File: src/exec_params.svh
`ifndef EXEC_PARAMS_SVH
`define EXEC_PARAMS_SVH

// Data path and address width
`define XLEN 32

// Architectural register index width, 32 registers
`define REG_ADDR_W 5

// Word address width of the data memory, 1024 words
`define DMEM_ADDR_W 10

`endif

File: src/logic/isa_pkg.sv
package isa_pkg;

  typedef enum logic [3:0] {
    alu_add,
    alu_sub,
    alu_and,
    alu_or,
    alu_xor,
    alu_slt,          // Signed less than
    alu_sltu,         // Unsigned less than
    alu_sll,
    alu_srl,
    alu_sra,
    alu_pass_src2     // LU12I style, second operand straight through
  } alu_op_e;

  typedef enum logic [1:0] {
    src_reg,
    src_pc,
    src_imm,
    src_four          // Link value pc + 4
  } src_sel_e;

  typedef enum logic [2:0] {
    br_none,
    br_beq,
    br_bne,
    br_blt,
    br_bge,
    br_bltu,
    br_bgeu,
    br_jump           // Always taken
  } br_type_e;

  // Load codes sit between the store codes
  typedef enum logic [2:0] {
    mem_none  = 3'd0,
    mem_st_w  = 3'd1,
    mem_ld_w  = 3'd2,
    mem_ld_b  = 3'd3,
    mem_ld_bu = 3'd4,
    mem_ld_h  = 3'd5,
    mem_st_b  = 3'd6,
    mem_st_h  = 3'd7
  } mem_type_e;

  function automatic logic is_store(mem_type_e t);
    return t inside {mem_st_w, mem_st_b, mem_st_h};
  endfunction

  function automatic logic is_load(mem_type_e t);
    return t inside {mem_ld_w, mem_ld_b, mem_ld_bu, mem_ld_h};
  endfunction

endpackage

File: src/logic/pipe_pkg.sv
`include "exec_params.svh"

package pipe_pkg;

  // One issued instruction as it enters EX
  typedef struct packed {
    logic [`XLEN-1:0]       pc;
    logic [`XLEN-1:0]       imm;          // Already sign extended by decode
    logic [`XLEN-1:0]       rdata1;       // Register file values, before forwarding
    logic [`XLEN-1:0]       rdata2;
    logic [`REG_ADDR_W-1:0] raddr1;
    logic [`REG_ADDR_W-1:0] raddr2;
    isa_pkg::src_sel_e      src1_sel;
    isa_pkg::src_sel_e      src2_sel;
    isa_pkg::alu_op_e       alu_op;
    isa_pkg::br_type_e      br_type;
    logic                   br_pred;      // 1 means predicted taken
    logic                   rf_we;
    logic [`REG_ADDR_W-1:0] rf_waddr;
    isa_pkg::mem_type_e     mem_type;
  } issue_slot_t;

  // Register write leaving MEM or WB
  typedef struct packed {
    logic                   we;
    logic [`REG_ADDR_W-1:0] waddr;
    logic [`XLEN-1:0]       wdata;
  } wb_slot_t;

  // Byte enabled write into the data memory
  typedef struct packed {
    logic [3:0]              byte_en;
    logic [`DMEM_ADDR_W-1:0] addr;       // Word address
    logic [`XLEN-1:0]        wdata;      // Already shifted to its byte lanes
  } store_req_t;

endpackage

File: src/logic/exec_pipe_regs.sv
`timescale 1ns/10ps
`include "exec_params.svh"

module exec_pipe_regs (
  input  logic                  clk,
  input  logic                  reset,
  input  pipe_pkg::issue_slot_t slot_a,
  input  pipe_pkg::issue_slot_t slot_b,
  input  logic                  br_a,
  input  logic [`XLEN-1:0]      alu_a,
  input  logic [`XLEN-1:0]      alu_b,
  input  logic [`XLEN-1:0]      rd_data,
  output pipe_pkg::wb_slot_t    mem_a,
  output pipe_pkg::wb_slot_t    mem_b,
  output pipe_pkg::wb_slot_t    wb_a,
  output pipe_pkg::wb_slot_t    wb_b
);

  isa_pkg::mem_type_e ld_type;      // Lane b access kind in MEM
  logic [1:0]         ld_offset;    // Byte offset within the word
  logic [7:0]         ld_byte;
  logic [15:0]        ld_half;
  logic [`XLEN-1:0]   ld_value;

  always_ff @(posedge clk) begin
    mem_a.waddr <= slot_a.rf_waddr;
    mem_a.wdata <= alu_a;
    mem_b.waddr <= slot_b.rf_waddr;
    mem_b.wdata <= alu_b;             // Loads overwrite this in MEM
    ld_offset   <= alu_b[1:0];
    wb_a.waddr  <= mem_a.waddr;
    wb_a.wdata  <= mem_a.wdata;
    wb_b.waddr  <= mem_b.waddr;
    wb_b.wdata  <= isa_pkg::is_load(ld_type) ? ld_value : mem_b.wdata;
    if (reset) begin
      mem_a.we <= 1'b0;
      mem_b.we <= 1'b0;
      wb_a.we  <= 1'b0;
      wb_b.we  <= 1'b0;
      ld_type  <= isa_pkg::mem_none;
    end else begin
      mem_a.we <= slot_a.rf_we;
      mem_b.we <= slot_b.rf_we && !br_a;   // Younger lane dies on lane a redirect
      wb_a.we  <= mem_a.we;
      wb_b.we  <= mem_b.we;
      ld_type  <= slot_b.mem_type;
    end
  end

  assign ld_byte = rd_data[{ld_offset, 3'b000} +: 8];
  assign ld_half = ld_offset[1] ? rd_data[31:16] : rd_data[15:0];

  always_comb begin
    case (ld_type)
      isa_pkg::mem_ld_b:  ld_value = {{(`XLEN-8){ld_byte[7]}}, ld_byte};
      isa_pkg::mem_ld_bu: ld_value = {{(`XLEN-8){1'b0}}, ld_byte};
      isa_pkg::mem_ld_h:  ld_value = {{(`XLEN-16){ld_half[15]}}, ld_half};
      default:            ld_value = rd_data;             // ld_w
    endcase
  end

endmodule

File: config.mk
export PLATFORM = sky130hd
export DESIGN_NAME = exec_pipe_regs
export DESIGN_NICKNAME = d
export VERILOG_FILES = /design/src/logic/isa_pkg.sv /design/src/logic/pipe_pkg.sv /design/src/logic/exec_pipe_regs.sv
export VERILOG_INCLUDE_DIRS = /design/src
export SDC_FILE = /design/constraint.sdc
export NUM_CORES = 1
export LEC_CHECK = 0
export ABC_AREA = 1
export ABC_CLOCK_PERIOD_IN_PS = 2270
export BUFFER_PORTS_ARGS = -buffer_cell sky130_fd_sc_hd__buf_4
export CAP_MARGIN = 10
export CORE_AREA = 4 4 221 223
export CTS_CLUSTER_SIZE = 40
export DETAILED_ROUTE_END_ITERATION = 8
export DIE_AREA = 0 0 225 227
export HOLD_SLACK_MARGIN = 0.1
export PLACE_DENSITY = 0.38
export SLEW_MARGIN = 20
export SYNTH_ARGS = -nofsm -noshare
export SYNTH_HDL_FRONTEND = slang
export SYNTH_SLANG_ARGS = --single-unit
File: constraint.sdc
create_clock -name clk -period 2.27 [get_ports clk]
set_clock_uncertainty 0.1 [all_clocks]
set_input_delay 0.3405 -clock clk [delete_from_list [all_inputs] [get_ports clk]]
set_output_delay 0.3405 -clock clk [all_outputs]
set_load 0.02 [all_outputs]
# Word-level counts from Yosys, hierarchy flattened
# Index checks and enable logic that the tools add are counted.
# W data, S select, Z words.
[classes]
eq_ne = 4
shifts = 1
n_mux = 3
reduce_logical = 3
[ops]
columns = ["op", "n"]
rows = [
  ["$pmux W32 S3", 1],
  ["$mux W32", 1],
  ["$shiftx A32 B6 Y8", 1],
  ["$mux W16", 1],
  ["$eq A3 B2 Y1 const B", 2],
  ["$eq A3 B3 Y1 const B", 2],
  ["$reduce_bool A4 Y1", 1],
  ["$logic_and A1 B1 Y1", 1],
  ["$logic_not A1 Y1", 1],
]
[word_totals]
reg_bits = 157
in_bits = 417
output_inout_bits = 152
wordCells = 25

# Depth between registers and ports, before layout
# Gate-level depths: netlist of the first run.
[depth]
ltp_word = 3
ltp_mapped = 10
depth_no_buf = 9

# Worst setup path after synthesis of the first run
# Ideal clock, no wire load.
[synth_timing]
kind = "register -> register"
from = "register ld_type[1]"
to = "register wb_b[21] in the netlist's numbering"
arrival_time_ps = 1479
t_required_ps = 2106
setup_slack_ps = 627
stages_incl_launch_ff = 9
period_less_slack_ps = 1643
cell_sequence = "dfxtp_1 -> inv_1 -> ha_1 -> buf_2 -> inv_1 -> buf_2 -> clkbuf_1 -> nor2_1 -> nor2_1"
[synth_between]
elab_chain_cells = 3
elab_cells_between_ends = 7
cone_classes = "eq/ne: 4; mux: 2; reduce/logical: 1"
[synth_lines]
columns = ["element", "line_no", "source"]
rows = [
  ["from (decl)", "exec_pipe_regs.sv:19", "isa_pkg::mem_type_e ld_type;"],
  ["from (signal assigned)", "exec_pipe_regs.sv:40", "ld_type <= isa_pkg::mem_none;"],
  ["from (signal assigned)", "exec_pipe_regs.sv:46", "ld_type <= slot_b.mem_type;"],
  ["$eq A3 B3 Y1, or another cell as far along", "isa_pkg.sv:52, exec_pipe_regs.sv:54", ""],
  ["$pmux W32 S3 or $reduce_bool A4 Y1 (tied branches)", "exec_pipe_regs.sv:54, isa_pkg.sv:52", ""],
  ["$mux W32 (*)", "exec_pipe_regs.sv:34", "wb_b.wdata <= isa_pkg::is_load(ld_type) ? ld_value : mem_b.wdata;"],
  ["to (decl)", "exec_pipe_regs.sv:16", "output pipe_pkg::wb_slot_t wb_b"],
]
# Mark *: on every way between the ends. The rest lies on a longest branch, timed or not.
# A chain may end at the register's enable or synchronous reset.

# Worst setup path in the final report of the first run
[layout_timing]
from = "register ld_offset[0]"
to = "register wb_b[18] in the netlist's numbering"
[layout_between]
elab_chain_cells = 3
[layout_lines]
columns = ["element", "line_no", "source"]
rows = [
  ["from (decl)", "exec_pipe_regs.sv:20", "logic [1:0] ld_offset;"],
  ["from (signal assigned)", "exec_pipe_regs.sv:30", "ld_offset <= alu_b[1:0];"],
  ["$shiftx A32 B6 Y8", "exec_pipe_regs.sv:50", "assign ld_byte = rd_data[{ld_offset, 3'b000} +: 8];"],
  ["$pmux W32 S3", "exec_pipe_regs.sv:54", "case (ld_type)"],
  ["$mux W32", "exec_pipe_regs.sv:34", ""],
]
# No other way between the ends.

==> results of run 1 <==
[per-layer routing]
| metal | share of wire [%] | track usage, % |
|---|---|---|
| met5 | 0.038 | 0 |
| met4 | 1.5 | 2.85 |
| met3 | 13 | 5.12 |
| met2 | 45 | 12.7 |
| met1 | 41 | 9.33 |
[through the flow]
step                      cells  worst slack, ns
final                      1442            0.404
after global routing       1442            0.201
after CTS                  1440            0.299
after detailed placement   1321            0.314
after global placement     1321            0.307
after floorplan             457            0.627
[power groups by stage]
stage | logic (W) | clock network [W] | registers, W
5_1_grt | 0.00126 | 0.00305 | 0.00302
3_5_place_dp | 0.00105 | 0 | 0.00306
6_report | 0.00115 | 0.00280 | 0.00300
2_1_floorplan | 0.000222 | 0 | 0.00328
3_3_place_gp | 0.00106 | 0 | 0.00306
4_1_cts | 0.00118 | 0.00298 | 0.00301
[state kept, by name, indices dropped and copies added (netlist names)]
signal	flops
wb_a	38
mem_b	37
ld_type	3
mem_a	38
wb_b	38
ld_offset	1
[worst paths after layout]
check | start | to | slack, ns | cells after the start
setup reg to reg | ld_offset[0] | wb_b[18] | 0.40 | 6
hold reg to reg | mem_a[2] | wb_a[2] | 0.24 | 0
hold / removal | rd_data[17] | wb_b[17] | 0.14 | 5
setup / recovery | ld_offset[0] | wb_b[18] | 0.40 | 6
[what timing repair did]
item	CTS	global route
endpoints found under the hold margin	88	0
hold buffers	89	0
buffers inserted	0	0
[area by class of cell]
cell class	instances	area, sq um	share of cell area, %
Inverter	41	156	1.83
Timing Repair Buffer	361	2930	34.3
Antenna cell	2	5.00	0.0585
Sequential cell	155	3100	36.2
Multi-Input combinational cell	246	1050	12.2
Clock buffer	19	443	5.17
Tap cell	607	759	8.87
Clock inverter	11	113	1.32
[logic make-up (layout without fill, tap and decap cells)]
group,Yosys count,in the layout,synth area share [%]
buffers and inverters,56,432,5.74
AO/OA/AOI/OAI,41,41,4.83
flip-flops,155,155,70.5
other,0,2,0
adder cells (fa/ha/maj),1,1,0.284
AND/OR/NAND/NOR,204,204,18.7
[layout by cell type, fill, tap and decap left out, drive strengths merged, types with 2 or more instances in the layout]
cell type / netlist / final
nand3: 6 / 6
dlygate4sd3: 0 / 89
o21bai: 3 / 3
clkbuf: 5 / 19
o21ai: 23 / 23
buf: 10 / 272
a21oi: 15 / 15
dfxtp: 155 / 155
clkinv: 0 / 6
inv: 41 / 44
nor2: 76 / 76
nand2: 120 / 120
diode: 0 / 2
[worst max-delay path, cell delays in order (launching register included)]
cell and delay, ns:
sky130_fd_sc_hd__dfxtp_1 0.41, sky130_fd_sc_hd__inv_1 0.33, sky130_fd_sc_hd__nand3_2 0.15, sky130_fd_sc_hd__nand3_2 0.16
sky130_fd_sc_hd__nand2_4 0.17, sky130_fd_sc_hd__nor2_1 0.37, sky130_fd_sc_hd__nor2_1 0.06
==> qor.txt, run 1 <==
Detail Route Antenna Nets: 0
Final Critical Period: 1.87 ns
number of nets in the synthesized netlist: 875
kind of start point of the critical path: flip-flop
number of clock buffers inserted by TritonCTS: 17
final HPWL from detailed placement: 15,900 microns
cell at the root of the clock tree: sky130_fd_sc_hd__clkbuf_16
pin slew with the least headroom to its limit: 0.402 ns
internal power summed over all cells: 0.00499 W
Max Clk Rate: 0.536 GHz
Yosys warnings: 0
Design Power: 0.00694 W
number of clock sinks: 155
post-synthesis area per instance: 9.64 sq um
area of the placeable core: 46,600 sq um
portion of synthesized cell area occupied by the leading cell type: 70.5%
most common cell in the synthesized netlist: sky130_fd_sc_hd__dfxtp_1
total negative setup slack: 0 ns
leakage component of the power: 4.05 nW
arrival time worst endpoint: 2.12 ns
leading area contributor after synthesis: sky130_fd_sc_hd__dfxtp_1
count of buffers from port buffering: 265
number of resized instances in the post-cts repair step: 0
CTS tree: built
VDD IR max: 0.561 mV
sum of overflow across all layers after global routing: 0
die span in x: 225 microns
power spent charging and discharging nets: 0.00195 W
initial standard-cell utilization of the core: 9.46%
DRC Markers: 0
combinational fraction of design power: 16.6%
share of final-layout standard cells stronger than drive strength 1: 37.7%
count of final setup violators: 0
post-route standard cell area excluding fillers: 8560 sq um
post-synthesis cell area: 4400 sq um
Max-slew headroom: 73.1%
total vias in the final route: 4,260
final number of max-transition violations: 0
sequential cell fraction of total power: 43.2%
Bufs on Longest Clock Path: 2
count of boundary I/O pins: 569
number of filler cells placed in the layout: 5,132
drt via density: 2.95
FP Rows: 79
number of hold-slack violations in the final timing report: 0
leading cell types by total area after synthesis: sky130_fd_sc_hd__dfxtp_1, sky130_fd_sc_hd__nand2_1, sky130_fd_sc_hd__nor2_1, sky130_fd_sc_hd__inv_1, sky130_fd_sc_hd__o21ai_0
number of distinct standard cells referenced by the synthesized netlist: 20
proportion of synthesized chip area in sequential cells: 70.5%
Final period util: 82.2%
vias in the first global route: 4,618
first-pass GRT wire length: 29,600 microns
dominant synthesized flop cell: sky130_fd_sc_hd__dfxtp_1
Worst Hold Margin: 0.136 ns
RSZ-0062 raised after global routing: no
number of optimization iterations in the first detailed-route pass: 4
critical path endpoint category: flip-flop
number of synthesized flops with an enable pin: 0
clk_lat worst skew: 0.45 ns
routed length per instance: 14.5 microns
Post-synth ARST share: 0%
post-layout net count: 1,240
clock network fraction of total power: 40.3%
maximum fanout along the worst path: 17
largest net degree at the start of global routing: 21
class of the worst hold path: input port to flip-flop
final cell utilization of the core: 18.4%
layout overhead on the synthesized area: 94.4%
Post-synth top cells: sky130_fd_sc_hd__dfxtp_1, sky130_fd_sc_hd__nand2_1, sky130_fd_sc_hd__nor2_1, sky130_fd_sc_hd__inv_1, sky130_fd_sc_hd__o21ai_0
worst setup path category: flip-flop to flip-flop
Post-DP Area: 7110 sq um
net switching fraction of the power: 28.1%
number of cells produced by synthesis: 457
number of antenna violations at the first check in global routing: 3
status: completed
power density of the placed cells: 811 nW/um^2
count of max-cap constraint violations: 0
number of levels in the clock H-tree: 4
DRT iter0 DRCs: 161
GP Congestion: 0.739
critical path required time: 2.52 ns
overall global routing resource usage: 8.22%
final wirelength: 20,800 microns
clock transition time at the flip-flop clock pins of the worst setup and hold paths: 0.07 ns
post-synthesis sequential element count: 155
height of the die: 227 microns
die outline area: 51,100 sq um
Note: power is estimated with default switching activity, not from simulation.
==> inputs of run 2 (changes only) <==
--- a/config.mk
+++ b/config.mk
@@ -7,7 +7,7 @@
 export NUM_CORES = 1
 export LEC_CHECK = 0
 export ABC_AREA = 1
-export ABC_CLOCK_PERIOD_IN_PS = 2270
+export ABC_CLOCK_PERIOD_IN_PS = 1800
 export BUFFER_PORTS_ARGS = -buffer_cell sky130_fd_sc_hd__buf_4
 export CAP_MARGIN = 10
 export CORE_AREA = 4 4 221 223
==> constraint.sdc (replaced) <==
create_clock -name clk -period 1.8 [get_ports clk]
set_clock_uncertainty 0.1 [all_clocks]
set_input_delay 0.27 -clock clk [delete_from_list [all_inputs] [get_ports clk]]
set_output_delay 0.27 -clock clk [all_outputs]
set_load 0.02 [all_outputs]
==> qor.txt, run 2 (same netlist as run 1, synthesis figures left out) <==
number of levels in the clock H-tree: 4
total vias in the final route: 4,333
overall global routing resource usage: 8.15%
count of max-cap constraint violations: 0
total negative setup slack: 0 ns
die outline area: 51,100 sq um
area of the multi-input gates: 1060 sq um
initial standard-cell utilization of the core: 9.46%
clock network fraction of total power: 39.7%
largest net degree at the start of global routing: 20
worst setup path startpoint: ld_type[2]
commonest cells after routing, fill and taps aside: sky130_fd_sc_hd__buf_4, sky130_fd_sc_hd__dfxtp_1, sky130_fd_sc_hd__nand2_1, sky130_fd_sc_hd__dlygate4sd3_1, sky130_fd_sc_hd__nor2_1
Detail Route Antenna Nets: 0
critical path endpoint category: flip-flop
Hold Path Sink: wb_b[2]
count of buffers from port buffering: 265
number of optimization iterations in the first detailed-route pass: 4
sequential cell fraction of total power: 43.0%
pin slew with the least headroom to its limit: 0.319 ns
Max Clk Rate: 0.625 GHz
final number of max-transition violations: 0
Final Critical Period: 1.60 ns
CTS tree: built
R2R cell count: 8
die span in x: 225 microns
busiest layer in global routing: met2
Bufs on Longest Clock Path: 2
count of final setup violators: 0
register-to-register path setup slack: 0.20 ns
maximum fanout along the worst path: 19
layout overhead on the synthesized area: 101%
post-layout net count: 1,272
RSZ-0062 raised after global routing: no
combinational fraction of design power: 17.3%
Final period util: 88.9%
status: completed
share of final-layout standard cells stronger than drive strength 1: 38.2%
internal power summed over all cells: 0.00624 W
DRC Markers: 0
largest registers ranked by flip-flop count: mem_a: 38 flops, wb_a: 38 flops, wb_b: 38 flops
arrival time worst endpoint: 1.85 ns
met2 routing resource usage after global routing: 12.6%
first-pass GRT wire length: 29,400 microns
area of the placeable core: 46,600 sq um
Hold Crit Depth: 7
sum of overflow across all layers after global routing: 0
Max-slew headroom: 78.7%
Design Power: 0.00880 W
critical path required time: 2.05 ns
launch point of the worst reg-to-reg path: ld_type[2]
count of boundary I/O pins: 569
startpoint of the worst hold path: rd_data[18]
FP Rows: 79
most common cell after layout, fill and taps aside: sky130_fd_sc_hd__buf_4
met3 Resource Use GR: 4.82%
number of clock buffers inserted by TritonCTS: 17
number of hold-slack violations in the final timing report: 0
height of the die: 227 microns
drt via density: 2.94
VDD IR max: 0.959 mV
final wirelength: 20,800 microns
GP Congestion: 0.747
leakage component of the power: 4.19 nW
DRT iter0 DRCs: 134
number of antenna violations at the first check in global routing: 2
number of clock sinks: 155
clock transition time at the flip-flop clock pins of the worst setup and hold paths: 0.08 ns
terminus of the critical flop-to-flop path: wb_b[30]
kind of start point of the critical path: flip-flop
clk_lat worst skew: 0.47 ns
vias in the first global route: 4,603
power spent charging and discharging nets: 0.00256 W
power density of the placed cells: 994 nW/um^2
final HPWL from detailed placement: 16,200 microns
FF+latch area: 3100 sq um
routed length per instance: 14.1 microns
net switching fraction of the power: 29.1%
class of the worst hold path: input port to flip-flop
number of filler cells placed in the layout: 5,136
global routing usage on met1: 9.36%
cell at the root of the clock tree: sky130_fd_sc_hd__clkbuf_16
worst setup path category: flip-flop to flip-flop
## run 2: routing by layer
layer  wire (microns)  vias to the layer above
met5               11                        -
met1             8670                     1873
met3             2600                       25
met4              410                        2
met2             9160                      236
li1                 -                     2197
## run 2: worst max-delay path: stages, from the launching register on
cell and delay, ns:
sky130_fd_sc_hd__dfxtp_1 0.44, sky130_fd_sc_hd__ha_4 0.16, sky130_fd_sc_hd__inv_1 0.04, sky130_fd_sc_hd__nand2_2 0.16, sky130_fd_sc_hd__buf_6 0.21, sky130_fd_sc_hd__o21ai_0 0.10, sky130_fd_sc_hd__buf_4 0.14, sky130_fd_sc_hd__nor2_1 0.09
sky130_fd_sc_hd__nor2_1 0.04
## run 2: how the worst max path moves through the flow
stage / to / depth (start not counted)
3_3_place_gp: wb_b[15] / 10
2_1_floorplan: wb_b[21] / 8
5_1_grt: wb_b[15] / 10
6_report: wb_b[30] / 8
4_1_cts: wb_b[15] / 10
3_5_place_dp: wb_b[15] / 10
## run 2: layout make-up
cell class,count,area share [%]
repair buffers,393,36.4
diodes,2,0.0565
multi-input cells,246,12.0
flip-flops and latches,155,35.0
clock buffers,19,5.00
clock inverters,12,1.17
inverters,41,1.82
well taps,607,8.58
## run 2: what timing repair did
item                                   4_1_cts  5_1_grt
resized for setup                            0        5
hold buffers                               106        0
setup endpoints to repair                    0        6
endpoints found under the hold margin      105        0
setup buffers                                0        0
## run 2: power by group through the flow
stage	Clock, W	Sequential [W]	Combinational (W)
3_5_place_dp	0	0.00386	0.00136
3_3_place_gp	0	0.00386	0.00136
5_1_grt	0.00381	0.00381	0.00167
6_report	0.00350	0.00378	0.00152
2_1_floorplan	0	0.00413	0.000280
4_1_cts	0.00373	0.00379	0.00155
## run 2: per-stage QoR
stage               hold slack [ns]  std cells  worst slack (ns)  util, %  instance area [sq um]
floorplan                     0.198        457             0.157        -                   4400
global placement              0.236       1336            0.0868     15.5                   7220
detailed placement            0.236       1336            0.0666     15.5                   7220
CTS                           0.115       1473            0.0344     19.0                   8830
global route                  0.188       1474            0.0201     19.0                   8850
finish                        0.169       1475             0.199     19.0                   8860
==> inputs of run 3 (changes only) <==
--- a/config.mk
+++ b/config.mk
@@ -7,7 +7,7 @@
 export NUM_CORES = 1
 export LEC_CHECK = 0
 export ABC_AREA = 1
-export ABC_CLOCK_PERIOD_IN_PS = 1800
+export ABC_CLOCK_PERIOD_IN_PS = 1700
 export BUFFER_PORTS_ARGS = -buffer_cell sky130_fd_sc_hd__buf_4
 export CAP_MARGIN = 10
 export CORE_AREA = 4 4 221 223
==> constraint.sdc (replaced) <==
create_clock -name clk -period 1.7 [get_ports clk]
set_clock_uncertainty 0.1 [all_clocks]
set_input_delay 0.255 -clock clk [delete_from_list [all_inputs] [get_ports clk]]
set_output_delay 0.255 -clock clk [all_outputs]
set_load 0.02 [all_outputs]
==> qor.txt, run 3 (same netlist as run 1, synthesis figures left out) <==
status: completed
die span in x: 225 microns
maximum fanout along the worst path: 24
CTS tree: built
launch point of the worst reg-to-reg path: ld_type[1]
Hold Crit Depth: 7
Post-DP Area: 7260 sq um
arrival time worst endpoint: 1.91 ns
share of final-layout standard cells stronger than drive strength 1: 39.1%
clock transition time at the flip-flop clock pins of the worst setup and hold paths: 0.07 ns
critical path required time: 2.00 ns
GP Congestion: 0.752
largest registers ranked by flip-flop count: mem_a: 38 flops, wb_a: 38 flops, wb_b: 38 flops
final number of max-transition violations: 0
terminus of the critical flop-to-flop path: wb_b[14]
DRC Markers: 0
die outline area: 51,100 sq um
number of clock sinks: 155
Worst Hold Margin: 0.143 ns
commonest cells after routing, fill and taps aside: sky130_fd_sc_hd__buf_4, sky130_fd_sc_hd__dfxtp_1, sky130_fd_sc_hd__nand2_1, sky130_fd_sc_hd__dlygate4sd3_1, sky130_fd_sc_hd__nor2_1
largest net degree at the start of global routing: 25
DRT iter0 DRCs: 132
Detail Route Antenna Nets: 0
clk_lat worst skew: 0.46 ns
count of buffers from port buffering: 265
register-to-register path setup slack: 0.09 ns
critical path endpoint category: flip-flop
startpoint of the worst hold path: rd_data[16]
pin slew with the least headroom to its limit: 0.306 ns
VDD IR max: 0.771 mV
slowest stage cell on the critical path: sky130_fd_sc_hd__dfxtp_1
Max-slew headroom: 79.4%
number of optimization iterations in the first detailed-route pass: 6
final HPWL from detailed placement: 16,000 microns
count of boundary I/O pins: 569
count of max-cap constraint violations: 0
Bufs on Longest Clock Path: 2
area of the placeable core: 46,600 sq um
Final period util: 94.7%
layout overhead on the synthesized area: 104%
total negative setup slack: 0 ns
number of clock buffers inserted by TritonCTS: 17
number of antenna violations at the first check in global routing: 3
drt via density: 2.96
Final Critical Period: 1.61 ns
number of levels in the clock H-tree: 4
height of the die: 227 microns
total vias in the final route: 4,387
R2R cell count: 8
number of hold-slack violations in the final timing report: 0
most common cell after layout, fill and taps aside: sky130_fd_sc_hd__buf_4
sum of overflow across all layers after global routing: 0
initial standard-cell utilization of the core: 9.46%
FP Rows: 79
chain of cells forming the critical path: inv_1 > ha_4 > inv_1 > nand2_2 > buf_12 > o21ai_0 > inv_1 > a21oi_1
cell at the root of the clock tree: sky130_fd_sc_hd__clkbuf_16
Hold Path Sink: wb_b[0]
count of final setup violators: 0
worst setup path category: flip-flop to flip-flop
biggest cell delay along the critical path: 0.34 ns
first-pass GRT wire length: 30,000 microns
post-layout net count: 1,278
critical path's most frequent cell: sky130_fd_sc_hd__inv_1
post-route standard cell area excluding fillers: 8960 sq um
routed length per instance: 14.1 microns
final wirelength: 21,000 microns
kind of start point of the critical path: flip-flop
leakage component of the power: 4.25 nW
power density of the placed cells: 1070 nW/um^2
Max Clk Rate: 0.621 GHz
overall global routing resource usage: 8.24%
vias in the first global route: 4,767
class of the worst hold path: input port to flip-flop
run 3: cell count changes in the layout (fill, tap and decap cells not counted), sizes merged:
cell	delta
buf	+5
bufinv	+1
clkbuf	+1
clkinv	+1
clkinvlp	-1
run 3: what timing repair did:
item / in CTS / in global routing
hold buffers: 106 / 0
endpoints found under the setup margin: 18 / 22
gates resized for setup: 3 / 6
buffers inserted: 0 / 2
gates cloned: 0 / 1
hold endpoints to repair: 104 / 0
run 3: layout make-up:
class,instances,area [sq um]
clock inverters,12,126
fillers,5189,37600
repair inverters,1,5.00
well taps,607,759
repair buffers,398,3280
clock buffers,20,457
inverters,41,164
diodes,2,5.00
flip-flops and latches,155,3110
multi-input cells,246,1060
run 3: metal layers:
| metal | routed length, microns | global-route usage, % | vias up |
|---|---|---|---|
| met5 | 13 | 0 | - |
| met4 | 306 | 2.91 | 2 |
| met3 | 2620 | 5.02 | 19 |
| met2 | 9360 | 12.8 | 236 |
| met1 | 8670 | 9.39 | 1924 |
| li1 | - | - | 2206 |
run 3: worst max path at each step:
stage               start        to  slack [ns]  depth (start not counted)
4_1_cts        ld_type[1]  wb_b[10]        0.02                          7
5_1_grt        ld_type[1]  wb_b[14]       -0.01                          8
2_1_floorplan  ld_type[1]  wb_b[21]        0.06                          8
6_report       ld_type[1]  wb_b[14]        0.09                          8
3_3_place_gp     mem_b[1]   wb_b[7]       -0.04                          7
3_5_place_dp     mem_b[1]   wb_b[7]       -0.02                          7
run 3: where the power goes:
group / switching (W) / total [W] / internal (W)
sequential: 0.000115 / 0.00400 / 0.00389
clock: 0.00176 / 0.00390 / 0.00214
combinational: 0.000839 / 0.00164 / 0.000804
run 3: worst max-delay path, delay by kind of cell, from the launching register on:
kind | cells | cell delay (ns)
buf+inv | 4 | 0.41
compound gates | 2 | 0.40
flops | 1 | 0.34
fa+ha+maj | 1 | 0.16
simple gates | 1 | 0.13
run 3: metrics by stage:
step	utilization (%)	instances	total power, W	setup slack (ns)
floorplan	-	457	0.00467	0.0571
global placement	15.6	1339	0.00554	-0.0441
detailed placement	15.6	1339	0.00553	-0.0224
CTS	19.1	1477	0.00979	0.0215
global route	19.2	1480	0.0101	-0.0133
finish	19.3	1482	0.00955	0.0908
